==> src/include/core_config.svh <==
// Core build constants, included by the core package and by modules that size by them
`ifndef CORE_CONFIG_SVH
`define CORE_CONFIG_SVH

// Data and address width
`define CORE_XLEN 32

// Architectural integer registers, x0 included
`define CORE_NR_REGS 32

// ------------------------------------------------------------
// Fetch sizing
// ------------------------------------------------------------

// Entries in the fetch queue
`define FETCH_QUEUE_DEPTH 2

// Granted instruction requests that may await a response
`define FETCH_MAX_OUTSTANDING 2

`endif

==> src/design/core_pkg.sv <==
// Shared core types: instruction views, memory bus records and pipeline records
`default_nettype none
`include "core_config.svh"

package core_pkg;

    // ------------------------------------------------------------
    // Instruction encoding
    // ------------------------------------------------------------
    typedef enum logic [6:0] {
        OPC_OP     = 7'b0110011,
        OPC_OP_IMM = 7'b0010011,
        OPC_BRANCH = 7'b1100011,
        OPC_LUI    = 7'b0110111
    } opcode_e;

    typedef enum logic [3:0] {
        ALU_ADD, ALU_SUB, ALU_AND, ALU_OR, ALU_XOR,
        ALU_SLT, ALU_PASS_IMM, ALU_BEQ, ALU_BNE, ALU_BLT
    } alu_op_e;

    typedef struct packed {
        logic [6:0] funct7;
        logic [4:0] rs2;
        logic [4:0] rs1;
        logic [2:0] funct3;
        logic [4:0] rd;
        logic [6:0] opcode;
    } rv_rtype_t;

    typedef struct packed {
        logic [11:0] imm12;
        logic [4:0]  rs1;
        logic [2:0]  funct3;
        logic [4:0]  rd;
        logic [6:0]  opcode;
    } rv_itype_t;

    // Same word, register view or immediate view
    typedef union packed {
        rv_rtype_t r;
        rv_itype_t i;
    } rv_instr_u;

    // ------------------------------------------------------------
    // Instruction memory bus
    // ------------------------------------------------------------
    typedef struct packed {
        logic                  req;
        logic [`CORE_XLEN-1:0] addr;
    } instr_req_t;

    typedef struct packed {
        logic        gnt;
        logic        rvalid;
        logic [31:0] rdata;
    } instr_rsp_t;

    // ------------------------------------------------------------
    // Pipeline records
    // ------------------------------------------------------------
    typedef struct packed {
        logic [`CORE_XLEN-1:0] pc;
        rv_instr_u             instr;
    } fetch_entry_t;

    typedef struct packed {
        logic                  valid;
        alu_op_e               op;
        logic [`CORE_XLEN-1:0] opa;
        logic [`CORE_XLEN-1:0] opb;
        logic [`CORE_XLEN-1:0] imm;
        logic [4:0]            rd;
        logic                  we;
        logic [`CORE_XLEN-1:0] pc;
    } issue_t;

    typedef struct packed {
        logic                  valid;
        logic [`CORE_XLEN-1:0] target;
    } redirect_t;

    typedef struct packed {
        logic                  valid;
        logic [`CORE_XLEN-1:0] pc;
        logic [4:0]            rd;
        logic                  we;
        logic [`CORE_XLEN-1:0] wdata;
    } retire_t;

endpackage

`default_nettype wire

==> src/design/fetch_queue.sv <==
// Fetch queue between fetch and decode, holds instruction words with their PCs
`timescale 1ns/1ps
`default_nettype none
`include "core_config.svh"

module fetch_queue import core_pkg::*; (
    input  wire logic         clk_i,
    input  wire logic         rst_ni,
    input  wire logic         push_i,
    input  wire fetch_entry_t push_entry_i,
    input  wire logic         pop_i,
    input  wire logic         clear_i,
    output logic              head_valid_o,
    output fetch_entry_t      head_o,
    output logic [1:0]        count_o
);

    localparam int PW = $clog2(`FETCH_QUEUE_DEPTH);

    fetch_entry_t  mem_q [`FETCH_QUEUE_DEPTH];
    logic [PW-1:0] wr_ptr_q;
    logic [PW-1:0] rd_ptr_q;
    logic [1:0]    count_q;
    logic          do_pop;

    assign head_valid_o = (count_q != 2'd0);
    assign head_o       = mem_q[rd_ptr_q];
    assign count_o      = count_q;
    assign do_pop       = pop_i & head_valid_o;

    always_ff @(posedge clk_i or negedge rst_ni) begin
        if (!rst_ni) begin
            wr_ptr_q <= '0;
            rd_ptr_q <= '0;
            count_q  <= 2'd0;
        end else if (clear_i) begin
            wr_ptr_q <= '0;
            rd_ptr_q <= '0;
            count_q  <= 2'd0;
        end else begin
            if (push_i) wr_ptr_q <= wr_ptr_q + 1'b1;
            if (do_pop) rd_ptr_q <= rd_ptr_q + 1'b1;
            count_q <= count_q + 2'(push_i) - 2'(do_pop);
        end
    end

    // Storage only, pointers qualify it
    always_ff @(posedge clk_i) begin
        if (push_i) mem_q[wr_ptr_q] <= push_entry_i;
    end

    // Fetch credit must leave room for every response
    a_no_overflow: assert property (@(posedge clk_i) disable iff (!rst_ni)
        push_i && int'(count_q) == `FETCH_QUEUE_DEPTH |-> pop_i);

endmodule

`default_nettype wire

==> config.mk <==
export PLATFORM = sky130hd
export DESIGN_NAME = fetch_queue
export DESIGN_NICKNAME = d
export VERILOG_FILES = /design/src/design/core_pkg.sv /design/src/design/fetch_queue.sv
export VERILOG_INCLUDE_DIRS = /design/src /design/src/include
export SDC_FILE = /design/constraint.sdc
export NUM_CORES = 1
export LEC_CHECK = 0
export ABC_AREA = 1
export ABC_CLOCK_PERIOD_IN_PS = 3800
export BUFFER_PORTS_ARGS = -buffer_cell sky130_fd_sc_hd__clkbuf_2
export CAP_MARGIN = 20
export CORE_ASPECT_RATIO = 0.75
export CORE_MARGIN = 3
export CORE_UTILIZATION = 30
export CTS_CLUSTER_SIZE = 30
export DETAILED_ROUTE_END_ITERATION = 12
export GPL_ROUTABILITY_DRIVEN = 0
export PLACE_DENSITY = 0.55
export SLEW_MARGIN = 10
export SYNTH_ARGS = -nofsm -noshare
export SYNTH_HDL_FRONTEND = slang
export SYNTH_SLANG_ARGS = --single-unit
export TNS_END_PERCENT = 20
==> constraint.sdc <==
create_clock -name clk_i -period 3.8 [get_ports clk_i]
set_clock_uncertainty 0.2 [all_clocks]
set_input_delay 0.76 -clock clk_i [delete_from_list [all_inputs] [get_ports clk_i]]
set_output_delay 0.76 -clock clk_i [all_outputs]
set_load 0.1 [all_outputs]
Word-level counts from Yosys, hierarchy flattened
Memories as Yosys holds them, arrays and structs flattened.
Index checks and enable logic that the tools add are counted.

word-level totals
  memories kept = 1
  word-level logic and storage cells = 19
  input port bits = 69
  bits in registers = 4
  RAM bits = 128

operators by class
  mux-type cells = 7
  reductions and logical operators = 3
  bitwise operators = 1
  add/subtract/negate cells = 4

memories
  memory  words  width  read ports  clocked after Yosys merged registers in  wr ports  RTL line           RTL
  mem_q   2      64     1           0                                        1         fetch_queue.sv:20  fetch_entry_t mem_q [`FETCH_QUEUE_DEPTH];

operator list
  kind                                 number
  2-to-1 mux 1 bit                     6
  nonzero test 2 bit                   3
  adder 1 bit (second input constant)  2
  adder 2 x 1 -> 2 bit                 1
  2-to-1 mux 2 bit                     1
  subtractor 2 x 1 -> 2 bit            1
  AND 1 bit                            1

Depth between registers and ports, before layout
Gate-level depths: netlist of the first run.

  word-level depth = 4
  mapped depth = 10
  gate-level depth less buffers = 10

Least setup slack after synthesis of the first run
No wires, ideal clock.

  path kind = input -> register
  start = input push_i
  end = memory mem_q[0][0] (netlist bit), enable pin
  path buffers = 0
  arrival = 3484 ps
  slack = -372 ps
  stages = 2
  path through = inv_1 -> nor2_1

on the way
  longest elaborated chain between the ends = 2

RTL lines
  what                                    RTL line           RTL
  start: declaration                      fetch_queue.sv:9   input wire logic push_i,
  2-to-1 mux 1 bit                        fetch_queue.sv:49  if (push_i) mem_q[wr_ptr_q] <= push_entry_i;
  2-to-1 mux 1 bit (implied by the code)  fetch_queue.sv:49
  end: declaration                        fetch_queue.sv:20

No other way between the ends.

==> results_dict.tcl, run 1 <==
set metrics [dict create \
    die_y_um 117 \
    p_seq_share_pct 29.9 \
    regArea_mm2 0.00395 \
    cts_buffer_depth 2 \
    cpPeakStageDelay_ps 570 \
    ff2ff_path_depth 2 \
    antenna_found_initial 0 \
    pin_count 136 \
    power_leakage_nw 2.78 \
    grt_pass1_wl_um 15900 \
    slowest_stage "buf_4" \
    fill_cells 1480 \
    coreArea_mm2 0.0156 \
    layout-drive-gt1-share_pct 32.2 \
    clk_pin_slew_ps 50 \
    fp.dieW_um 153 \
    p_sw_mw 2.74 \
    initial_core_util_pct 31.4 \
    crit_path_end "head_o[33]" \
    cp.required_ps 2840 \
    antenna_left 0 \
    drc 0 \
    p_int_mw 3.02 \
    syn-num-nets 437 \
    ys_warn_count 0 \
    timing.rr.end "mem_q[0][7]" \
    grt_usage_pct 11.8 \
    dp_slack_ps 1160 \
    slew_viol_final 0 \
    worstSetupPathType "reg -> out" \
    hold_path_class "in -> reg" \
    crit_path_cell_trace "buf_4 -> nand2_1 -> nand2_1 -> clkbuf_2" \
    cp.arrival_ps 2100 \
    num_rows 39 \
    dp_hpwl_um 6440 \
    routed_wl_um 10100 \
    crit_start "rd_ptr_q" \
    post_drt_wl_per_cell_um 13.8 \
    grt_pass1_vias 3070 \
    power.density_mw_per_mm2 903 \
    fin_cells 730 \
    finalSetupTns_ps 0 \
    cp-end-kind "output port" \
    pwr-share-clk_pct 27.5 \
    cp_common_cell "nand2_1" \
    status "finished, final reports clean" \
    ys_seq_elements 132 \
    clock-sinks 132 \
    netSwitchingFraction_pct 47.6 \
    cts_root_buf "clkbuf_16" \
    ir_worst_vdd_mv 0.501 \
    hold_viol_final 0 \
    multi_input_area_um2 821 \
    grt_overflow 0 \
    worst_setup_path_start_kind "flop" \
    setup_viol 0 \
    dp.cells 697 \
    final_util_pct 41.0 \
    numPortBuffers 135 \
    syn_area_mm2 0.00488 \
    grt_max_degree 66 \
    cp_num_cells 4 \
    firstDrtPassIters 4 \
    fin_crit_ps 3060 \
    area_delta_synth_final_pct 30.7 \
    path_max_fanout 65 \
    path_buf_inv 2 \
    worst_slack_ps 736 \
    dieArea_mm2 0.0179 \
    path_delay_family "buffers and inverters" \
    relSlewSlack_pct 41.8 \
    fin_nets 583 \
    synth_cell_type_count 13 \
    cts_max_level 4 \
    cts_tree "done" \
    r2r_start "wr_ptr_q" \
    synthCells 366 \
    num_vias 3068 \
    antenna_cells 0 \
    fin_crit_sh_pct 80.6 \
    cap_violations 0 \
    drtIter0Drc 154 \
    cts_made_buffers 17 \
    vias_per_cell 4.20 \
    rsz0062_at_grt "false" \
    p_comb_share_pct 42.6 \
    avgSynthCellArea_um2 13.3 \
    ys_seq_area_share_pct 80.7 \
    clk_latency_ps 400 \
    tightestPinTransition_ps 872 \
    r2r_setup_slack_ps 2000 \
    cts_setup_buffers 0 \
    max_freq_mhz 326 \
]
-- cell families (layout without fill, tap and decap cells) --
family	Yosys count	after routing	share of synthesized area [%]
compound gates	2	2	0.205
fa+ha+maj	2	2	0.512
buf+inv	24	183	2.61
flops	132	132	80.7
simple gates	206	206	15.9
-- worst register-to-register path: stages, from the launching register on --
cell and delay, ps:
dfrtp_1 410, nor2_4 110, buf_4 670
-- cell usage in the layout, fill, tap and decap left out --
| cell type | n |
|---|---|
| clkbuf_1 | 4 |
| ha_1 | 2 |
| nand2_1 | 199 |
| inv_2 | 2 |
| nor2_4 | 1 |
| clkinv_1 | 3 |
| clkinv_4 | 1 |
| bufinv_16 | 3 |
| o21ai_0 | 1 |
| clkbuf_16 | 17 |
| edfxtp_1 | 128 |
| nor2_1 | 3 |
| dlygate4sd3_1 | 1 |
| nand3_1 | 2 |
| clkinv_2 | 2 |
| buf_12 | 2 |
| buf_4 | 3 |
| a21oi_1 | 1 |
| clkbuf_2 | 135 |
| clkinvlp_4 | 2 |
| dfrtp_1 | 3 |
| nand4_1 | 1 |
| inv_1 | 8 |
| dfrtp_2 | 1 |
-- per-layer routing --
| metal | share of wire (%) | global-route usage, % | vias to the layer above |
|---|---|---|---|
| met1 | 45 | 14.7 | 1428 |
| li1 | - | - | 1521 |
| met5 | 0 | 0 | - |
| met3 | 6.8 | 4.33 | 14 |
| met2 | 47 | 18.7 | 105 |
| met4 | 1.7 | 5.29 | 0 |
-- power by group through the flow --
stage          sequential [mW]  clock, mW  combinational (mW)
2_1_floorplan             1.82          0                2.03
3_3_place_gp              1.75          0                2.47
3_5_place_dp              1.75          0                2.48
4_1_cts                   1.73       1.63                2.49
5_1_grt                   1.73       1.71                2.57
6_report                  1.72       1.58                2.46
-- flip-flops by register name, indices dropped and copies added (netlist names) --
register / flops
count_o: 2
wr_ptr_q: 1
rd_ptr_q: 1
mem_q: 128
-- repair_timing --
item / 4_1_cts / 5_1_grt
hold buffers: 1 / 0
resized for setup: 0 / 0
endpoints found under the hold margin: 4 / 0
-- stage by stage --
step	power, mW	hold WS, ps	area [µm²]
floorplan	3.85	264	4890
global placement	4.23	384	5800
detailed placement	4.24	387	5800
CTS	5.84	305	6380
global route	6.01	303	6380
finish	5.77	329	6380
-- synthesized netlist by cell type (all sizes together) --
library cell  number  area share [%]
inv               10            0.77
nand2            199              15
a21oi              1            0.10
o21ai              1            0.10
dfrtp              4             2.0
edfxtp           128              79
nand3              2            0.20
nor2               4            0.31
ha                 2            0.51
nand4              1            0.13
buf               14             1.8
-- cell type report --
| class | count | share of cell area [%] |
|---|---|---|
| clock buffer | 21 | 6.90 |
| clock inverter | 11 | 2.12 |
| inverter | 10 | 0.588 |
| multi-input combinational | 210 | 12.9 |
| sequential | 132 | 61.8 |
| tap | 205 | 4.02 |
| timing repair buffer | 141 | 11.7 |
-- worst min path at each step --
stage            start          to  slack [ps]  cells after the start
2_1_floorplan   rst_ni  count_o[0]         260                      0
3_3_place_gp    rst_ni  count_o[1]         380                      1
3_5_place_dp    rst_ni  count_o[1]         390                      1
4_1_cts        clear_i  count_o[0]         300                      2
5_1_grt        clear_i  count_o[0]         300                      2
6_report       clear_i  count_o[0]         330                      2
(Power assumes the default switching activity.)
==> inputs of run 2 (changes only) <==
--- a/config.mk
+++ b/config.mk
@@ -6,8 +6,8 @@
 export SDC_FILE = /design/constraint.sdc
 export NUM_CORES = 1
 export LEC_CHECK = 0
-export ABC_AREA = 1
-export ABC_CLOCK_PERIOD_IN_PS = 3800
+export ABC_AREA = 0
+export ABC_CLOCK_PERIOD_IN_PS = 3100
 export BUFFER_PORTS_ARGS = -buffer_cell sky130_fd_sc_hd__clkbuf_2
 export CAP_MARGIN = 20
 export CORE_ASPECT_RATIO = 0.75
@@ -16,7 +16,7 @@
 export CTS_CLUSTER_SIZE = 30
 export DETAILED_ROUTE_END_ITERATION = 12
 export GPL_ROUTABILITY_DRIVEN = 0
-export PLACE_DENSITY = 0.55
+export PLACE_DENSITY = 0.53
 export SLEW_MARGIN = 10
 export SYNTH_ARGS = -nofsm -noshare
 export SYNTH_HDL_FRONTEND = slang
==> constraint.sdc (replaced) <==
create_clock -name clk_i -period 3.1 [get_ports clk_i]
set_clock_uncertainty 0.2 [all_clocks]
set_input_delay 0.62 -clock clk_i [delete_from_list [all_inputs] [get_ports clk_i]]
set_output_delay 0.62 -clock clk_i [all_outputs]
set_load 0.1 [all_outputs]
==> results_dict.tcl, run 2 <==
set metrics [dict create \
    drtIter0Drc 120 \
    worst_slack_ps 148 \
    cp.arrival_ps 2130 \
    ir_worst_vdd_mv 0.468 \
    cp-end-kind "output port" \
    fin_nets 443 \
    hold_path_class "in -> reg" \
    worstSetupPathType "reg -> out" \
    die_y_um 116 \
    cts_tree "done" \
    holdPathStages 1 \
    num_rows 39 \
    clock-sinks 132 \
    synth_most_common_cell "edfxtp_1" \
    synth_top_area_share_pct 79.2 \
    firstDrtPassIters 4 \
    antenna_found_initial 0 \
    drc 0 \
    dieArea_mm2 0.0178 \
    cap_violations 0 \
    post_drt_wl_per_cell_um 15.9 \
    syn-num-nets 290 \
    synth_compound_gate_area_share_pct 0.155 \
    slew_viol_final 0 \
    power.density_mw_per_mm2 999 \
    dp_slack_ps 558 \
    synth_cell_type_count 15 \
    synthCells 219 \
    cpPeakStageDelay_ps 710 \
    coreArea_mm2 0.0155 \
    status "finished, final reports clean" \
    cp.required_ps 2280 \
    synth_area_leader_cell "edfxtp_1" \
    area_delta_synth_final_pct 32.1 \
    path_max_fanout 26 \
    crit_path_cell_trace "buf_12 -> mux2_2 -> clkbuf_2" \
    ys_seq_area_share_pct 81.3 \
    final_cell_mix "clkbuf_2 (135), edfxtp_1 (128), mux2_2 (65), clkbuf_16 (17), clkinv_2 (6)" \
    fin_crit_sh_pct 95.2 \
    grt_pass1_vias 2730 \
    antenna_left 0 \
    cp_num_cells 3 \
    hold_viol_final 0 \
    num_vias 2506 \
    path_buf_inv 2 \
    avgSynthCellArea_um2 22.2 \
    multi_input_area_um2 848 \
    fin_area_mm2 0.00641 \
    clk_pin_slew_ps 60 \
    fill_cells 1425 \
    synth_area_leaders "edfxtp_1 (79%), mux2_2 (15%), dfrtp_1 (2.1%), buf_6 (0.93%), ha_1 (0.52%)" \
    grt_max_degree 39 \
    fin_cells 590 \
    largest_reg_flops 128 \
    final_common_cell "clkbuf_2" \
    layout-drive-gt1-share_pct 62.3 \
    tightestPinTransition_ps 578 \
    path_delay_family "flip-flops" \
    antenna_cells 0 \
    rsz0062_at_grt "false" \
    synth_top_family_by_area "multiplexers" \
    regArea_mm2 0.00395 \
    synthTopCellsByCount "edfxtp_1 (128), mux2_2 (65), buf_6 (4), dfrtp_1 (4)" \
    cts_max_level 4 \
    grt_pass1_wl_um 14500 \
    fp.dieW_um 153 \
    fin_crit_ps 2950 \
    grt_overflow 0 \
    vias_per_cell 4.25 \
    muxShareOfSynthArea_pct 15.1 \
    ff2ff_path_depth 2 \
    power_leakage_nw 2.45 \
    routed_wl_um 9360 \
    setup_viol 0 \
    cts_made_buffers 17 \
    post_cts_resized 0 \
    dp_hpwl_um 6250 \
    yosys_most_used_dff "edfxtp_1" \
    numPortBuffers 135 \
    cts_buffer_depth 2 \
    synthSimpleGateAreaFrac_pct 0.877 \
    worst_setup_path_start_kind "flop" \
    relSlewSlack_pct 61.7 \
    max_freq_mhz 339 \
    slowest_stage "dfrtp_2" \
    dp.cells 557 \
    top_register "mem_q" \
    clk_latency_ps 400 \
    grt_usage_pct 10.9 \
    synth_edf_count 128 \
    place_area_mm2 0.00581 \
    ys_warn_count 0 \
    synthAdderAreaFrac_pct 0.516 \
    finalSetupTns_ps 0 \
    syn_area_mm2 0.00485 \
    ys_seq_elements 132 \
    async_flop_share_pct 3.03 \
    pin_count 136 \
    final_util_pct 41.3 \
    cts_root_buf "clkbuf_16" \
    synth_xor_area_share_pct 0.645 \
    initial_core_util_pct 31.3 \
]
==> run 2: cell types whose count changed after synthesis, moves of 2 or more <==
cell | previous run | this run
nand2_1 | 199 | 0
mux2_2 | 0 | 65
buf_4 | 8 | 1
inv_1 | 9 | 2
buf_2 | 6 | 2
buf_6 | 0 | 4
nor2b_1 | 0 | 3
nand3_1 | 2 | 0
==> run 2: cells by family after synthesis <==
| group | Yosys count |
|---|---|
| flops | 132 |
| mux | 65 |
| compound gates | 1 |
| simple gates | 8 |
| fa+ha+maj | 2 |
| xor+xnor | 2 |
| buf+inv | 9 |
==> run 2: area by class of cell <==
cell class	instances	area share (%)
clock buffer	18	6.70
clock inverter	14	2.50
inverter	2	0.117
multi-input combinational	78	13.2
sequential	132	61.6
tap	205	4.00
timing repair buffer	141	11.9
==> run 2: path summary, 6_finish.rpt <==
check                                     start            to  slack, ps
worst max-delay path                   rd_ptr_q    head_o[21]        150
worst min-delay path            push_entry_i[5]   mem_q[1][5]        200
worst max register to register         wr_ptr_q  mem_q[1][49]       1360
worst min register to register         wr_ptr_q      wr_ptr_q        420
max in group asynchronous                rst_ni      rd_ptr_q       2180
min in group asynchronous                rst_ni      wr_ptr_q        370
==> run 2: report_power, final <==
group	internal, mW	switching (mW)
Sequential	2.09	0.0700
Clock	1.26	0.707
Combinational	0.454	1.82
Total	3.81	2.59
==> run 2: per-stage QoR <==
| stage | hold slack, ps | power, mW |
|---|---|---|
| after floorplan | 124 | 4.15 |
| after global placement | 234 | 4.47 |
| after detailed placement | 238 | 4.49 |
| after CTS | 176 | 6.49 |
| after global routing | 176 | 6.64 |
| final | 205 | 6.40 |
==> run 2: what timing repair did <==
action	in CTS	in global routing
buffers inserted	0	0
hold endpoints to repair	4	0
hold buffers	1	0
==> run 2: routing by layer <==
metal	vias up	share of wire (%)	GRT usage (%)
met1	1224	47	14.3
met5	-	0	0
met2	99	44	15.7
met4	0	0.99	3.92
met3	10	8.1	5.30
li1	1173	-	-
==> inputs of run 3 (changes only) <==
--- a/config.mk
+++ b/config.mk
@@ -12,11 +12,11 @@
 export CAP_MARGIN = 20
 export CORE_ASPECT_RATIO = 0.75
 export CORE_MARGIN = 3
-export CORE_UTILIZATION = 30
+export CORE_UTILIZATION = 51
 export CTS_CLUSTER_SIZE = 30
 export DETAILED_ROUTE_END_ITERATION = 12
 export GPL_ROUTABILITY_DRIVEN = 0
-export PLACE_DENSITY = 0.53
+export PLACE_DENSITY = 0.8
 export SLEW_MARGIN = 10
 export SYNTH_ARGS = -nofsm -noshare
 export SYNTH_HDL_FRONTEND = slang
==> results_dict.tcl, run 3 (synthesis results as in run 2) <==
set metrics [dict create \
    tightestPinTransition_ps 566 \
    clock-sinks 132 \
    fin_crit_sh_pct 94.5 \
    max_freq_mhz 341 \
    p_seq_share_pct 34.6 \
    antenna_left 0 \
    grt_pass1_wl_um 13900 \
    hold_viol_final 0 \
    fin_crit_ps 2930 \
    cts_tree "done" \
    relSlewSlack_pct 62.4 \
    cts_made_buffers 17 \
    pin_count 136 \
    finalSetupTns_ps 0 \
    power.density_mw_per_mm2 998 \
    drc 0 \
    cts_max_level 4 \
    post_drt_wl_per_cell_um 16.7 \
    area_delta_synth_final_pct 29.1 \
    grt_busiest_layer "met2" \
    use_met2_pct 28.1 \
    final_common_cell "clkbuf_2" \
    coreArea_mm2 0.00916 \
    status "finished, final reports clean" \
    grt_max_degree 38 \
    worst_setup_path_start_kind "flop" \
    cp.arrival_ps 2110 \
    grt_util_met1_pct 20.4 \
    numPortBuffers 135 \
    power_leakage_nw 2.43 \
    vias_per_cell 5.00 \
    final_util_pct 68.4 \
    drtIter0Drc 170 \
    top_register "mem_q" \
    grtUsageMet3_pct 6.07 \
    cts_buffer_depth 2 \
    netSwitchingFraction_pct 40.6 \
    path_max_fanout 31 \
    antenna_found_initial 0 \
    firstDrtPassIters 5 \
    p_comb_share_pct 36.0 \
    pwr-share-clk_pct 29.4 \
    fill_cells 628 \
    grt_overflow 0 \
    dp.cells 482 \
    cap_violations 0 \
    setup_viol 0 \
    num_vias 2574 \
    p_int_mw 3.71 \
    fin_nets 445 \
    antenna_cells 0 \
    cts_root_buf "clkbuf_16" \
    grt_usage_pct 17.0 \
    ir_worst_vdd_mv 0.584 \
    p_sw_mw 2.54 \
    cp.required_ps 2280 \
    clk_latency_ps 390 \
    initial_core_util_pct 53.0 \
    worstSetupPathType "reg -> out" \
    final_cell_mix "clkbuf_2 (135), edfxtp_1 (128), mux2_2 (65), clkbuf_16 (17), buf_4 (6)" \
    largest_reg_flops 128 \
    fin_cells 515 \
    die_y_um 90.5 \
    dieArea_mm2 0.0107 \
    layout-drive-gt1-share_pct 61.0 \
    fp.dieW_um 119 \
    clk_pin_slew_ps 50 \
    rsz0062_at_grt "false" \
    routed_wl_um 8610 \
    dp_hpwl_um 5830 \
    hold_path_class "in -> reg" \
    slew_viol_final 0 \
    num_rows 30 \
    cp-end-kind "output port" \
    post_cts_resized 0 \
    grt_pass1_vias 2798 \
]
[run 3: metrics by stage]
step | cell area, µm² | setup WS [ps] | hold slack, ps | total power [mW]
3_3_place_gp | 5700 | 563 | 233 | 4.44
6_report | 6260 | 171 | 215 | 6.25
2_1_floorplan | 4850 | 169 | 124 | 4.15
4_1_cts | 6260 | 133 | 194 | 6.31
3_5_place_dp | 5700 | 557 | 237 | 4.47
5_1_grt | 6260 | 70.5 | 192 | 6.46
[run 3: timing repair]
item,CTS,global route
buffers inserted,0,0
hold buffers,1,0
hold endpoints to repair,4,0
[run 3: worst paths after layout]
| path | startpoint | to | slack, ps | cells past startpoint |
|---|---|---|---|---|
| min reg2reg | wr_ptr_q | wr_ptr_q | 410 | 2 |
| min in group asynchronous | rst_ni | rd_ptr_q | 430 | 2 |
| min | push_entry_i[46] | mem_q[0][46] | 210 | 1 |
| max in group asynchronous | rst_ni | rd_ptr_q | 2130 | 2 |
| max reg2reg | count_o[0] | count_o[1] | 1430 | 6 |
| max | rd_ptr_q | head_o[24] | 170 | 3 |
[run 3: worst max-delay path, stage by stage (launching register included)]
cell      delay (ps)
dfrtp_2          670
buf_12           270
mux2_2           380
clkbuf_2         380
[run 3: layout make-up]
cell class,instances,area [µm²],area share [%]
tap,128,160,2.56
inverter,2,7.51,0.120
sequential,132,3950,63.0
multi-input combinational,78,847,13.5
clock inverter,11,111,1.78
timing repair buffer,143,751,12.0
clock buffer,21,440,7.03
[run 3: power groups by stage]
stage / clock network [mW] / registers, mW / logic, mW
2_1_floorplan: 0 / 2.25 / 1.90
3_3_place_gp: 0 / 2.19 / 2.24
3_5_place_dp: 0 / 2.20 / 2.26
4_1_cts: 1.88 / 2.16 / 2.27
5_1_grt: 1.96 / 2.18 / 2.32
6_report: 1.83 / 2.16 / 2.25
[run 3: layer usage]
metal	wire (µm)	vias up
met4	65	0
li1	-	1181
met2	4320	103
met3	605	8
met1	3610	1282
met5	0	-
