<file path="src/include/core_config.svh">
// Core build constants, included by the core package and by modules that size by them
`ifndef CORE_CONFIG_SVH
`define CORE_CONFIG_SVH

// Data and address width
`define CORE_XLEN 32

// Architectural integer registers, x0 included
`define CORE_NR_REGS 32

// ------------------------------------------------------------
// Fetch sizing
// ------------------------------------------------------------

// Entries in the fetch queue
`define FETCH_QUEUE_DEPTH 2

// Granted instruction requests that may await a response
`define FETCH_MAX_OUTSTANDING 2

`endif

</file>
<file path="src/design/fetch_counter.sv">
// Outstanding and discard counters for instruction fetch, grants request credit
`timescale 1ns/1ps
`default_nettype none
`include "core_config.svh"

module fetch_counter (
    input  wire logic       clk_i,
    input  wire logic       rst_ni,
    input  wire logic       grant_i,
    input  wire logic       rvalid_i,
    input  wire logic       flush_i,
    input  wire logic [1:0] queue_count_i,
    output logic            credit_o,
    output logic            drop_o
);

    localparam int CW = $clog2(`FETCH_MAX_OUTSTANDING + 1);

    logic [CW-1:0] outstanding_q;
    logic [CW-1:0] outstanding_d;
    logic [CW-1:0] discard_q;

    assign outstanding_d = outstanding_q + CW'(grant_i) - CW'(rvalid_i);

    // Count this cycle's grant so back-to-back requests cannot overrun the queue
    assign credit_o = (int'(outstanding_q) + int'(grant_i) + int'(queue_count_i)
                       < `FETCH_QUEUE_DEPTH)
                    && (int'(outstanding_q) + int'(grant_i) < `FETCH_MAX_OUTSTANDING);

    assign drop_o = rvalid_i & (discard_q != '0);

    always_ff @(posedge clk_i or negedge rst_ni) begin
        if (!rst_ni) begin
            outstanding_q <= '0;
            discard_q     <= '0;
        end else begin
            outstanding_q <= outstanding_d;
            // On flush every unanswered request becomes wrong path
            if (flush_i) discard_q <= outstanding_d;
            else if (drop_o) discard_q <= discard_q - 1'b1;
        end
    end

    a_no_orphan_rsp: assert property (@(posedge clk_i) disable iff (!rst_ni)
        rvalid_i |-> outstanding_q != '0);
    a_max_outstanding: assert property (@(posedge clk_i) disable iff (!rst_ni)
        int'(outstanding_q) <= `FETCH_MAX_OUTSTANDING);

endmodule

`default_nettype wire

</file>
<file path="config.mk">
export PLATFORM = sky130hd
export DESIGN_NAME = fetch_counter
export DESIGN_NICKNAME = d
export VERILOG_FILES = /design/src/design/fetch_counter.sv
export VERILOG_INCLUDE_DIRS = /design/src /design/src/include
export SDC_FILE = /design/constraint.sdc
export NUM_CORES = 1
export LEC_CHECK = 0
export BUFFER_PORTS_ARGS = -buffer_cell sky130_fd_sc_hd__buf_2
export CAP_MARGIN = 10
export CORE_AREA = 2 2 39 41
export CTS_CLUSTER_SIZE = 40
export DETAILED_ROUTE_END_ITERATION = 8
export DIE_AREA = 0 0 41 43
export PLACE_DENSITY_LB_ADDON = 0.1
export SYNTH_ARGS = -nofsm -noshare
export SYNTH_HDL_FRONTEND = slang
export SYNTH_SLANG_ARGS = --single-unit
</file>
<file path="constraint.sdc">
create_clock -name clk_i -period 2.2 [get_ports clk_i]
set_input_delay 0.44 -clock clk_i [delete_from_list [all_inputs] [get_ports clk_i]]
set_output_delay 0.44 -clock clk_i [all_outputs]
set_load 0.005 [all_outputs]
</file>
# Word level (Yosys, flattened, before mapping)
# Index checks and enable logic that the tools add are counted.
op_classes:
  order_cmp: 2
  n_addsub: 5
  reduce_logical: 3
  bitwise: 1
  n_mux: 2
op_table:
  columns: ["op", "count"]
  rows:
  - ["$add A32 B3 Y32", 1]
  - ["$lt A32 B3 Y1 const B", 1]
  - ["$mux W2", 2]
  - ["$reduce_bool A2 Y1", 2]
  - ["$add A2 B1 Y3", 1]
  - ["$lt A3 B2 Y1 const B", 1]
  - ["$add A2 B1 Y2", 1]
  - ["$sub A2 B1 Y2", 1]
  - ["$sub A2 B1 Y2 const B", 1]
  - ["$and A1 B1 Y1", 1]
  - ["$logic_and A1 B1 Y1", 1]
word_totals:
  out_inout_bits: 2
  elab_cells: 15
  input_bits: 7
  reg_bits: 4

# Longest topological paths before layout
# Gate-level depths: netlist of run 1.
logic_depth:
  word_depth: 4
  mapped_depth: 8

# Worst setup path before layout of run 1
# Ideal clock, no wire load.
synth_path:
  kind: "input -> output"
  from: "in grant_i"
  to: "out credit_o"
  arrival_time_ps: 1652
  path_slack_ps: 108
  path_stages: 8
  n_path_buf: 0
  path_cell_list: "ha_1 inv_1 ha_1 inv_1 fa_1 nor2_1 nand3_1 a21oi_1"
synth_via:
  elab_chain_len: 4
  word_cells_on_any_way: 5
  classes_between: "add/sub: 2; order compare: 2; reduce/logical: 1"
synth_lines:
  columns: ["element", "line", "text"]
  rows:
  - ["from (decl)", "fetch_counter.sv:9", "input wire logic grant_i,"]
  - ["$add A2 B1 Y3 *", "fetch_counter.sv:26, fetch_counter.sv:28", null]
  - ["$add A32 B3 Y32", "fetch_counter.sv:26", "assign credit_o = (int'(outstanding_q) + int'(grant_i) + int'(queue_count_i)"]
  - ["$lt A32 B3 Y1 (no line)", null, null]
  - ["$logic_and A1 B1 Y1 *", "fetch_counter.sv:26", null]
  - ["to (decl)", "fetch_counter.sv:13", "output logic credit_o,"]
# Mark *: on every way between the ends. The rest lies on a longest branch, timed or not.

# Worst setup path after layout of run 1
layout_path:
  from: "reg outstanding_q[0]"
  to: "out credit_o"
layout_via:
  elab_chain_len: 4
  word_cells_on_any_way: 5
  classes_between: "add/sub: 2; order compare: 2; reduce/logical: 1"
layout_lines:
  columns: ["element", "line", "text"]
  rows:
  - ["from (decl)", "fetch_counter.sv:19", "logic [CW-1:0] outstanding_q;"]
  - ["from (signal assigned)", "fetch_counter.sv:37", "outstanding_q <= outstanding_d;"]
  - ["$add A2 B1 Y3 *", "fetch_counter.sv:26, fetch_counter.sv:28", null]
  - ["$add A32 B3 Y32", "fetch_counter.sv:26", null]
  - ["$lt A32 B3 Y1 (no line)", null, null]
  - ["$logic_and A1 B1 Y1 *", "fetch_counter.sv:26", null]
# Marks and branches as above.

==> summary.txt, run 1 <==
Finish
  – Synth-to-layout area growth: 39.85%
  – Most frequent cells in the layout: buf_2 (8), inv_1 (6), ha_1 (5)
  – Fin nets: 67
  – Reg area: 100.1 sq um
  – Commonest non-fill, non-tap cell in the layout: buf_2
  – Antenna Cells: 0
  – Multi-input logic area: 229.0 sq um
  – Fillcell total: around 150
  – Share of cells above drive strength 1: 0.4400

CTS
  – TritonCTS Buffers: 3
  – Clock Sinks: 4
  – CTS tree: built
  – H-Tree Depth: 1
  – Clock transition at path regs: approximately 0.04 ns
  – Clk_lat worst skew: around 0.23 ns
  – Clk root buf: clkbuf_4
  – Deepest clock path buffer count: 2

Floorplanning
  – Initial Util: 0.2450
  – Core area: 1384 sq um
  – FP Rows: 14
  – Die footprint: 1763 sq um
  – Die height: about 43 microns
  – IO Pins: 9
  – Die width: around 41 microns

Global routing
  – All-Layer GR Usage: 0.1057
  – Vias in the first global route: ~310
  – GR Overflow Total: 0
  – Initial antenna violation count: 0
  – First-pass GRT wire length: 1159 microns
  – Pin count of the biggest net entering global routing: 5

Drt
  – Average wire per standard cell: approximately 10 microns
  – DRC: 0
  – Post-route ant nets: 0
  – Vias per cell: 4.182
  – DRT Pass-1 Iters: 1
  – Vias after detailed routing: ~280
  – WL final: roughly 690 microns
  – Drt initial violations: 0

Placement
  – Setup WS pre-CTS: -0.2221 ns
  – Dpl hpwl: between 500 and 600 microns
  – Port bufs: 8
  – GP Congestion: 0.6092

Yosys
  – Top cell type's share of synthesized area: 0.2952
  – Syn nets: 50
  – Syn Area/Cell: 9.688 sq um
  – Cell taking the most area after synthesis: dfrtp_1
  – Unique masters post-synth: 14
  – Syn Std Cell Area: 339.1 sq um
  – Top area cells in the synthesized netlist: dfrtp_1 (30%), ha_1 (26%), inv_1 (8.9%), xnor2_1 (7.7%), fa_1 (5.9%)
  – Post-synthesis sequential area ratio: 0.2952
  – Yosys reg bits: 4
  – Mapped Cells: 35
  – YS warnings: 0

Outcome
  – Failing checks: setup timing
  – Status: complete, but fails checks

Setup path
  – Critical path buffer and inverter count: 3
  – Worst flop-to-flop path startpoint: outstanding_q[0]$_DFF_PN0_
  – Crit path max-delay cell type: fa_2
  – Nature of the critical path startpoint: register
  – R2R Path End: discard_q[1]$_DFFE_PN0P_
  – CP peak stage delay: 0.51 ns
  – WP data arrival: between 1.5 and 2 ns
  – Flop2flop setup slack: 0.66 ns
  – Worst Path Required: 1.76 ns
  – Critical path peak fanout: 2
  – Crit-path most repeated cell: inv_2
  – Critical Path End Type: output pin
  – R2r worst-path depth: 7
  – Crit path cell chain: ha_2, inv_2, ha_4, inv_2, fa_2, nand2_1, a21oi_1, buf_2
  – Critical path class: register to output pin
  – Largest delay share family, worst path: adder cells

Timing
  – Worst Skew: 0.0003773 ns
  – RSZ-0062 raised after global routing: true
  – Period minus WS final: 2.356 ns
  – Worst hold slack: 0.4441 ns
  – Worst-Margin Slew: 0.2338 ns
  – Final Max Tran Viols: 0
  – Setup Viol. Count Final: 1
  – Period utilization: 1.071
  – Slew HR: 0.8430
  – Post-route worst setup slack: -0.1560 ns
  – Total Neg Setup Slack: -0.1560 ns
  – Achievable Freq: approximately 420 MHz
  – Hold Fails Final Rpt: 0

Power and ir drop
  – Pint: 385.9 uW
  – Clock power share: 0.148
  – Lkg Pwr: 0.0002485 uW
  – P_sw: 238.0 uW
  – Combinational fraction of design power: 0.628
  – Switching share of power: 0.3814
  – Sequential share of power: 0.224
  – Pwr dens: ~1300 nW/um^2
  – Peak supply drop: roughly 0.50 mV

Worst hold path
  – Worst hold stages: 2
  – Worst Hold Launch: flush_i
  – Hold path endpoint: discard_q[0]$_DFFE_PN0P_
  – Hold Path Class: input port to register

Run
  – Max_cap viols: 0
[repair_timing]
item | CTS | global route
pin swaps | 4 | 2
cloned | 0 | 0
setup endpoints to repair | 1 | 1
setup buffers | 1 | 0
hold buffers | 1 | 0
hold endpoints to repair | 4 | 0
gates resized for setup | 5 | 1
[through the flow]
step,total power [uW],std cells,cell area (sq um),utilization
3_3_place_gp,445.4,61,414.1,0.2993
4_1_cts,623.0,66,471.7,0.3409
6_report,623.9,66,474.2,0.3427
3_5_place_dp,475.5,61,414.1,0.2993
2_1_floorplan,381.2,35,339.1,-
5_1_grt,692.2,66,474.2,0.3427
[power by group through the flow]
stage	clock network [uW]	logic [uW]	registers [uW]
4_1_cts	96.2	386	140
3_3_place_gp	0	306	139
6_report	92.1	392	140
2_1_floorplan	0	248	133
5_1_grt	100	448	144
3_5_place_dp	0	336	140
[registers in the layout, summed over array words and instances, names as in the netlist]
name	count
outstanding_q	2
discard_q	2
[synth_stat cells]
cell type,number
inv_1,8
ha_1,7
dfrtp_1,4
nand2_1,3
xnor2_1,3
nand3_1,2
a21oi_1,1
fa_1,1
mux2_4,1
mux2i_1,1
nand2b_1,1
nor2_1,1
nor2b_2,1
o21ai_0,1
[routing by layer]
layer,up-vias,GRT usage,part of all wire
met5,-,0,0
met4,0,0.08000,0.019
met3,2,0.04712,0.044
met2,6,0.1719,0.50
met1,127,0.09416,0.43
li1,141,-,-
[area by class of cell]
class,instances,share of cell area
well taps,16,0.04222
clock buffers,3,0.04749
inverters,8,0.06332
repair buffers,12,0.1530
flip-flops and latches,4,0.2111
multi-input cells,23,0.4829
[cells by family after synthesis]
group / share of synthesized area
xor+xnor: 0.07750
mux: 0.07379
simple gates: 0.1181
buf+inv: 0.08856
compound gates: 0.02949
flops: 0.2952
fa+ha+maj: 0.3173
[worst reg2reg max path: cells and delay by family, from the launching register on]
| family | cells | cell delay, ns |
|---|---|---|
| xor gates and xnor gates | 2 | 0.29 |
| adders and majority gates | 2 | 0.45 |
| buffers and inverters | 2 | 0.09 |
| DFF | 1 | 0.34 |
| muxes | 1 | 0.27 |
[how the worst max path moves through the flow]
stage	startpoint	slack, ns	cells after the start	end
finish	outstanding_q[0]$_DFF_PN0_	-0.16	8	credit_o
global route	outstanding_q[0]$_DFF_PN0_	-0.21	8	credit_o
CTS	outstanding_q[0]$_DFF_PN0_	-0.16	8	credit_o
detailed placement	grant_i	-0.22	10	credit_o
global placement	grant_i	-0.11	10	credit_o
floorplan	grant_i	0.11	8	credit_o
No activity file was read; power rests on OpenSTA's default activity.
==> inputs of run 2 (changes only) <==
--- a/config.mk
+++ b/config.mk
@@ -6,7 +6,7 @@
 export SDC_FILE = /design/constraint.sdc
 export NUM_CORES = 1
 export LEC_CHECK = 0
-export BUFFER_PORTS_ARGS = -buffer_cell sky130_fd_sc_hd__buf_2
+export BUFFER_PORTS_ARGS = -buffer_cell sky130_fd_sc_hd__buf_4
 export CAP_MARGIN = 10
 export CORE_AREA = 2 2 39 41
 export CTS_CLUSTER_SIZE = 40
==> summary.txt, run 2 (synthesis results as in run 1) <==
Outcome
  – Status: complete, but fails checks
  – Failing checks: setup timing

Timing
  – Period minus WS final: 2.311 ns (-0.04488 ns)
  – Hold Fails Final Rpt: 0 (unchanged)
  – Final Max Tran Viols: 0 (unchanged)
  – Worst Skew: 0.003788 ns (+0.003411 ns)
  – Achievable Freq: 432.7 MHz (+1.9%)
  – Period utilization: 1.051 (-0.02040)
  – Slew HR: 0.8473 (+0.004344)
  – Post-route worst setup slack: -0.1111 ns (+0.04488 ns)
  – RSZ-0062 raised after global routing: true
  – Setup Viol. Count Final: 1 (unchanged)
  – Worst-Margin Slew: 0.2273 ns (-0.006469 ns)

Finish
  – Fillcell total: 148 (-0.67%)
  – Share of cells above drive strength 1: 0.4400 (unchanged)
  – Synth-to-layout area growth: 46.13%
  – Fin util: 0.3580 (+0.01537)
  – Commonest non-fill, non-tap cell in the layout: buf_4
  – Antenna Cells: 0 (unchanged)
  – Fin nets: 67 (unchanged)
  – Most frequent cells in the layout: buf_4 (11), inv_1 (6), ha_1 (5)
  – Largest regs: discard_q: 2 flops, outstanding_q: 2 flops

Placement
  – Port bufs: 8 (unchanged)
  – GP Congestion: 0.5824 (-4.4%)

Drt
  – Post-route ant nets: 0 (unchanged)
  – WL final: 610 microns (-11%)
  – Drt initial violations: 0 (unchanged)
  – Vias per cell: 4.182 (unchanged)
  – DRC: 0 (unchanged)
  – Average wire per standard cell: 9.242 microns (-11%)
  – DRT Pass-1 Iters: 1 (unchanged)
  – Vias after detailed routing: 276 (unchanged)

Power and ir drop
  – PnR Total Power: 612.4 uW (-1.8%)
  – Lkg Pwr: 0.0002543 uW (+2.3%)
  – Peak supply drop: 0.4789 mV (-5.0%)
  – Pwr dens: 1236 nW/um^2 (-6.1%)

CTS
  – TritonCTS Buffers: 3 (unchanged)
  – Clk_lat worst skew: 0.23 ns (about the same)
  – Clock transition at path regs: 0.04 ns (about the same)
  – Clk root buf: clkbuf_4
  – Deepest clock path buffer count: 2 (unchanged)
  – CTS tree: built
  – Clock Sinks: 4 (unchanged)
  – H-Tree Depth: 1 (unchanged)

Setup path
  – Critical Path End Type: output pin
  – Nature of the critical path startpoint: register
  – Worst Path Required: 1.76 ns (about the same)
  – Critical path peak fanout: 2 (unchanged)
  – WP data arrival: 1.87 ns (-0.05 ns)
  – Critical path class: register to output pin

Global routing
  – All-Layer GR Usage: 0.09265 (-0.01309)
  – Vias in the first global route: 282 (-9.3%)
  – GR Overflow Total: 0 (unchanged)
  – Pin count of the biggest net entering global routing: 5 (unchanged)
  – First-pass GRT wire length: 1069 microns (-7.8%)
  – Initial antenna violation count: 0 (unchanged)

Floorplanning
  – Core area: 1384 sq um (unchanged)
  – Die width: 41 microns (unchanged)
  – IO Pins: 9 (unchanged)
  – Initial Util: 0.2450 (unchanged)
  – Die footprint: 1763 sq um (unchanged)
  – Die height: 43 microns (unchanged)
  – FP Rows: 14 (unchanged)

Worst hold path
  – Hold Path Class: input port to register

Run
  – Max_cap viols: 0 (unchanged)
run 2: metal layers:
metal / GRT usage / share of wire
met5: 0 / 0
met2: 0.1375 / 0.52
met3: 0.03141 / 0.049
met1: 0.1071 / 0.42
met4: 0.06000 / 0
run 2: timing repair:
item                       CTS  global route
resized for setup            6             0
hold endpoints to repair     4             0
pin swaps                    4             1
hold buffers                 1             0
buffers inserted             1             0
setup endpoints to repair    1             1
run 2: final cells by class:
class	count	area, sq um	share of cell area
multi-input combinational	23	230.2	0.4646
sequential	4	100.1	0.2020
timing repair buffer	12	92.59	0.1869
inverter	8	30.03	0.06061
clock buffer	3	22.52	0.04545
tap	16	20.02	0.04040
run 2: path summary, 6_finish.rpt:
kind	slack, ns	startpoint	to	cells after the start
setup reg to reg	0.59	outstanding_q[0]$_DFF_PN0_	discard_q[1]$_DFFE_PN0P_	8
min in group asynchronous	0.54	rst_ni	outstanding_q[1]$_DFF_PN0_	2
hold reg to reg	0.61	discard_q[0]$_DFFE_PN0P_	discard_q[0]$_DFFE_PN0P_	2
setup / recovery	-0.11	outstanding_q[0]$_DFF_PN0_	credit_o	8
max in group asynchronous	1.55	rst_ni	discard_q[0]$_DFFE_PN0P_	2
hold / removal	0.44	flush_i	discard_q[0]$_DFFE_PN0P_	2
run 2: power breakdown:
part | switching [uW] | leakage [uW] | internal [uW]
Combinational | 174 | 0.000194 | 211
Clock | 25.3 | 0.0000138 | 60.6
Sequential | 27.3 | 0.0000470 | 114
run 2: worst max-delay path: stages (launching register included):
cell and delay, ns:
dfrtp_1 0.34, ha_2 0.19, inv_2 0.05, ha_4 0.26, inv_2 0.03, fa_2 0.50, nand2_1 0.06, a21oi_2 0.10
buf_4 0.12
run 2: metrics by stage:
step           worst slack (ns)  instances  cell area (sq um)  TNS, ns  hold slack [ns]
6_report                -0.1111         66              495.5  -0.1111           0.4356
4_1_cts                 -0.1351         66              495.5  -0.1351           0.4283
3_3_place_gp            -0.1302         61              434.2  -0.1302           0.2355
5_1_grt                 -0.2145         66              495.5  -0.2145           0.4350
2_1_floorplan            0.1083         35              339.1        0           0.1444
3_5_place_dp            -0.1827         61              434.2  -0.1827           0.2372
==> inputs of run 3 (changes only) <==
--- a/config.mk
+++ b/config.mk
@@ -6,6 +6,7 @@
 export SDC_FILE = /design/constraint.sdc
 export NUM_CORES = 1
 export LEC_CHECK = 0
+export ABC_AREA = 1
 export BUFFER_PORTS_ARGS = -buffer_cell sky130_fd_sc_hd__buf_4
 export CAP_MARGIN = 10
 export CORE_AREA = 2 2 39 41
==> summary.txt, run 3 <==
Outcome
  – Status: complete, but fails checks
  – Failing checks: setup timing

Setup path
  – Critical path peak fanout: 2 (unchanged)
  – Nature of the critical path startpoint: register
  – Critical Path End Type: output pin
  – Critical path class: register to output pin
  – WP data arrival: 1.89 ns (+0.02 ns)
  – Worst Path Required: 1.76 ns (about the same)

Worst hold path
  – Hold Path Class: input port to register

CTS
  – CTS tree: built
  – Deepest clock path buffer count: 2 (unchanged)
  – Clk root buf: clkbuf_4
  – Clock transition at path regs: 0.04 ns (about the same)
  – Clk_lat worst skew: 0.23 ns (about the same)
  – TritonCTS Buffers: 3 (unchanged)
  – H-Tree Depth: 1 (unchanged)
  – Clock Sinks: 4 (unchanged)

Global routing
  – Vias in the first global route: 354 (+26%)
  – All-Layer GR Usage: 0.1081 (+0.01543)
  – Grt met1 use: 0.1180 (+0.01089)
  – GR Util met3: 0.01571 (-0.01571)
  – First-pass GRT wire length: 1297 microns (+21%)
  – Pin count of the biggest net entering global routing: 5 (unchanged)
  – Initial antenna violation count: 0 (unchanged)
  – Grt peak-use layer: met2
  – GR Overflow Total: 0 (unchanged)
  – Met2 usage: 0.1844 (+0.04688)

Finish
  – Largest regs: discard_q: 2 flops, outstanding_q: 2 flops
  – Final Cell Area: 521.8 sq um (+5.3%)
  – Most frequent cells in the layout: nand2_1 (14), buf_4 (13), inv_1 (11)
  – Commonest non-fill, non-tap cell in the layout: nand2_1
  – Layout Cells excl Fill: 81 (+23%)
  – Antenna Cells: 0 (unchanged)
  – Synth-to-layout area growth: 46.32%
  – Fillcell total: 150 (+1.4%)
  – Fin nets: 82 (+22%)
  – Share of cells above drive strength 1: 0.3077 (-0.1323)

Drt
  – Vias after detailed routing: 337 (+22%)
  – DRC: 0 (unchanged)
  – Vias per cell: 4.160 (-0.51%)
  – Post-route ant nets: 0 (unchanged)
  – DRT Pass-1 Iters: 2 (+1)
  – WL final: 697 microns (+14%)
  – Drt initial violations: 2 (+2)
  – Average wire per standard cell: 8.605 microns (-6.9%)

Power and ir drop
  – Lkg Pwr: 0.0003015 uW (+19%)
  – Peak supply drop: 0.5058 mV (+5.6%)
  – PnR Total Power: 616.4 uW (+0.65%)
  – Pwr dens: 1181 nW/um^2 (-4.4%)

Yosys
  – Yosys reg bits: 4 (unchanged)
  – Post-synth EDFFs: 0 (unchanged)
  – Cell taking the most area after synthesis: dfrtp_1
  – Ys flop type: dfrtp_1
  – Post-synthesis sequential area ratio: 0.2807 (-0.01450)
  – YS warnings: 0 (unchanged)
  – Count leader, synth: nand2_1
  – Syn Area/Cell: 7.429 sq um (-23%)
  – FFs w/ async S/R, synth: 1.000 (unchanged)
  – Syn Std Cell Area: 356.6 sq um (+5.2%)
  – Mapped Cells: 48 (+37%)
  – Top cells by count, synth: nand2_1 (14), inv_1 (13), ha_1 (7)
  – Top area cells in the synthesized netlist: dfrtp_1 (28%), ha_1 (25%), nand2_1 (15%), inv_1 (14%), fa_1 (5.6%)
  – Top cell type's share of synthesized area: 0.2807 (-0.01450)
  – Unique masters post-synth: 11 (-3)
  – Syn nets: 63 (+26%)

Timing
  – Setup Viol. Count Final: 1 (unchanged)
  – Worst-Margin Slew: 0.1609 ns (-0.06646 ns)
  – Worst Skew: 0.0008420 ns (-0.002946 ns)
  – Hold Fails Final Rpt: 0 (unchanged)
  – Total Neg Setup Slack: -0.1338 ns (-0.02267 ns)
  – Period minus WS final: 2.334 ns (+0.02267 ns)
  – RSZ-0062 raised after global routing: true
  – Period utilization: 1.061 (+0.01031)
  – Post-route worst setup slack: -0.1338 ns (-0.02267 ns)
  – Final Max Tran Viols: 0 (unchanged)
  – Slew HR: 0.8916 (+0.04426)
  – Achievable Freq: 428.5 MHz (-0.97%)

Floorplanning
  – IO Pins: 9 (unchanged)
  – Core area: 1384 sq um (unchanged)
  – Die footprint: 1763 sq um (unchanged)
  – Die height: 43 microns (unchanged)
  – FP Rows: 14 (unchanged)
  – Initial Util: 0.2577 (+0.01266)
  – Die width: 41 microns (unchanged)

Placement
  – Dpl hpwl: 569.3 microns
  – Post-DP Area: 459.2 sq um (+5.8%)
  – Cells after DPL: 75 (+23%)
  – Port bufs: 8 (unchanged)
  – GP Congestion: 0.6247 (+7.3%)

Run
  – Max_cap viols: 0 (unchanged)
## run 3: cell types whose count changed in the layout (fill, tap and decap cells not counted), moves of 2 or more
cell,change
nand2_1,+11
inv_1,+5
xnor2_1,-3
buf_4,+2
nand3_1,+2
## run 3: worst paths after layout
| path | endpoint | depth (start not counted) | slack, ns | startpoint |
|---|---|---|---|---|
| worst max register to register | outstanding_q[1]$_DFF_PN0_ | 9 | 0.74 | outstanding_q[0]$_DFF_PN0_ |
| max in group asynchronous | discard_q[1]$_DFFE_PN0P_ | 2 | 1.56 | rst_ni |
| min in group asynchronous | discard_q[0]$_DFFE_PN0P_ | 2 | 0.54 | rst_ni |
| worst min register to register | discard_q[0]$_DFFE_PN0P_ | 3 | 0.57 | discard_q[0]$_DFFE_PN0P_ |
| worst min-delay path | discard_q[0]$_DFFE_PN0P_ | 3 | 0.44 | flush_i |
| worst max-delay path | credit_o | 8 | -0.13 | outstanding_q[0]$_DFF_PN0_ |
## run 3: final cells by class
type	count	area, sq um	area share
Multi-Input combinational cell	31	222.7	0.4269
Clock buffer	3	22.52	0.04317
Sequential cell	4	100.1	0.1918
Timing Repair Buffer	14	107.6	0.2062
Tap cell	16	20.02	0.03837
Inverter	13	48.80	0.09353
## run 3: cells by family (layout without fill, tap and decap cells)
group           Yosys count  after routing  share of synthesized area
simple gates             20             20                     0.2316
compound gates            3              3                    0.04910
flops                     4              4                     0.2807
fa+ha+maj                 8              8                     0.3017
buf+inv                  13             30                     0.1369
## run 3: routing by layer
layer / share of wire / vias to the layer above
li1: - / 180
met1: 0.41 / 150
met2: 0.55 / 5
met3: 0.023 / 2
met4: 0.011 / 0
met5: 0 / -
## run 3: power by group
group / switching [uW] / leakage, uW / total, uW / internal (uW)
clock: 28.6 / 0.0000138 / 89.5 / 60.9
combinational: 187 / 0.000241 / 388 / 202
sequential: 26.5 / 0.0000471 / 139 / 112
## run 3: what timing repair did
action | in CTS | in global routing
pin swaps | 4 | 1
endpoints found under the hold margin | 4 | 0
gates resized for setup | 4 | 0
setup buffers | 0 | 2
setup endpoints to repair | 1 | 1
hold buffers | 1 | 0
## run 3: worst max-delay path: stages, from the launching register on
cell	delay, ns
dfrtp_1	0.35
ha_2	0.19
inv_2	0.05
ha_4	0.26
inv_2	0.03
fa_1	0.47
o211ai_1	0.08
a21oi_1	0.12
buf_4	0.12
## run 3: through the flow
| stage | worst slack [ns] | hold WS (ns) | util |
|---|---|---|---|
| after floorplan | 0.09969 | 0.1444 | - |
| after global placement | -0.1118 | 0.2388 | 0.3318 |
| after detailed placement | -0.1326 | 0.2378 | 0.3318 |
| after CTS | -0.1598 | 0.4401 | 0.3662 |
| after global routing | -0.1974 | 0.4652 | 0.3770 |
| final | -0.1338 | 0.4429 | 0.3770 |
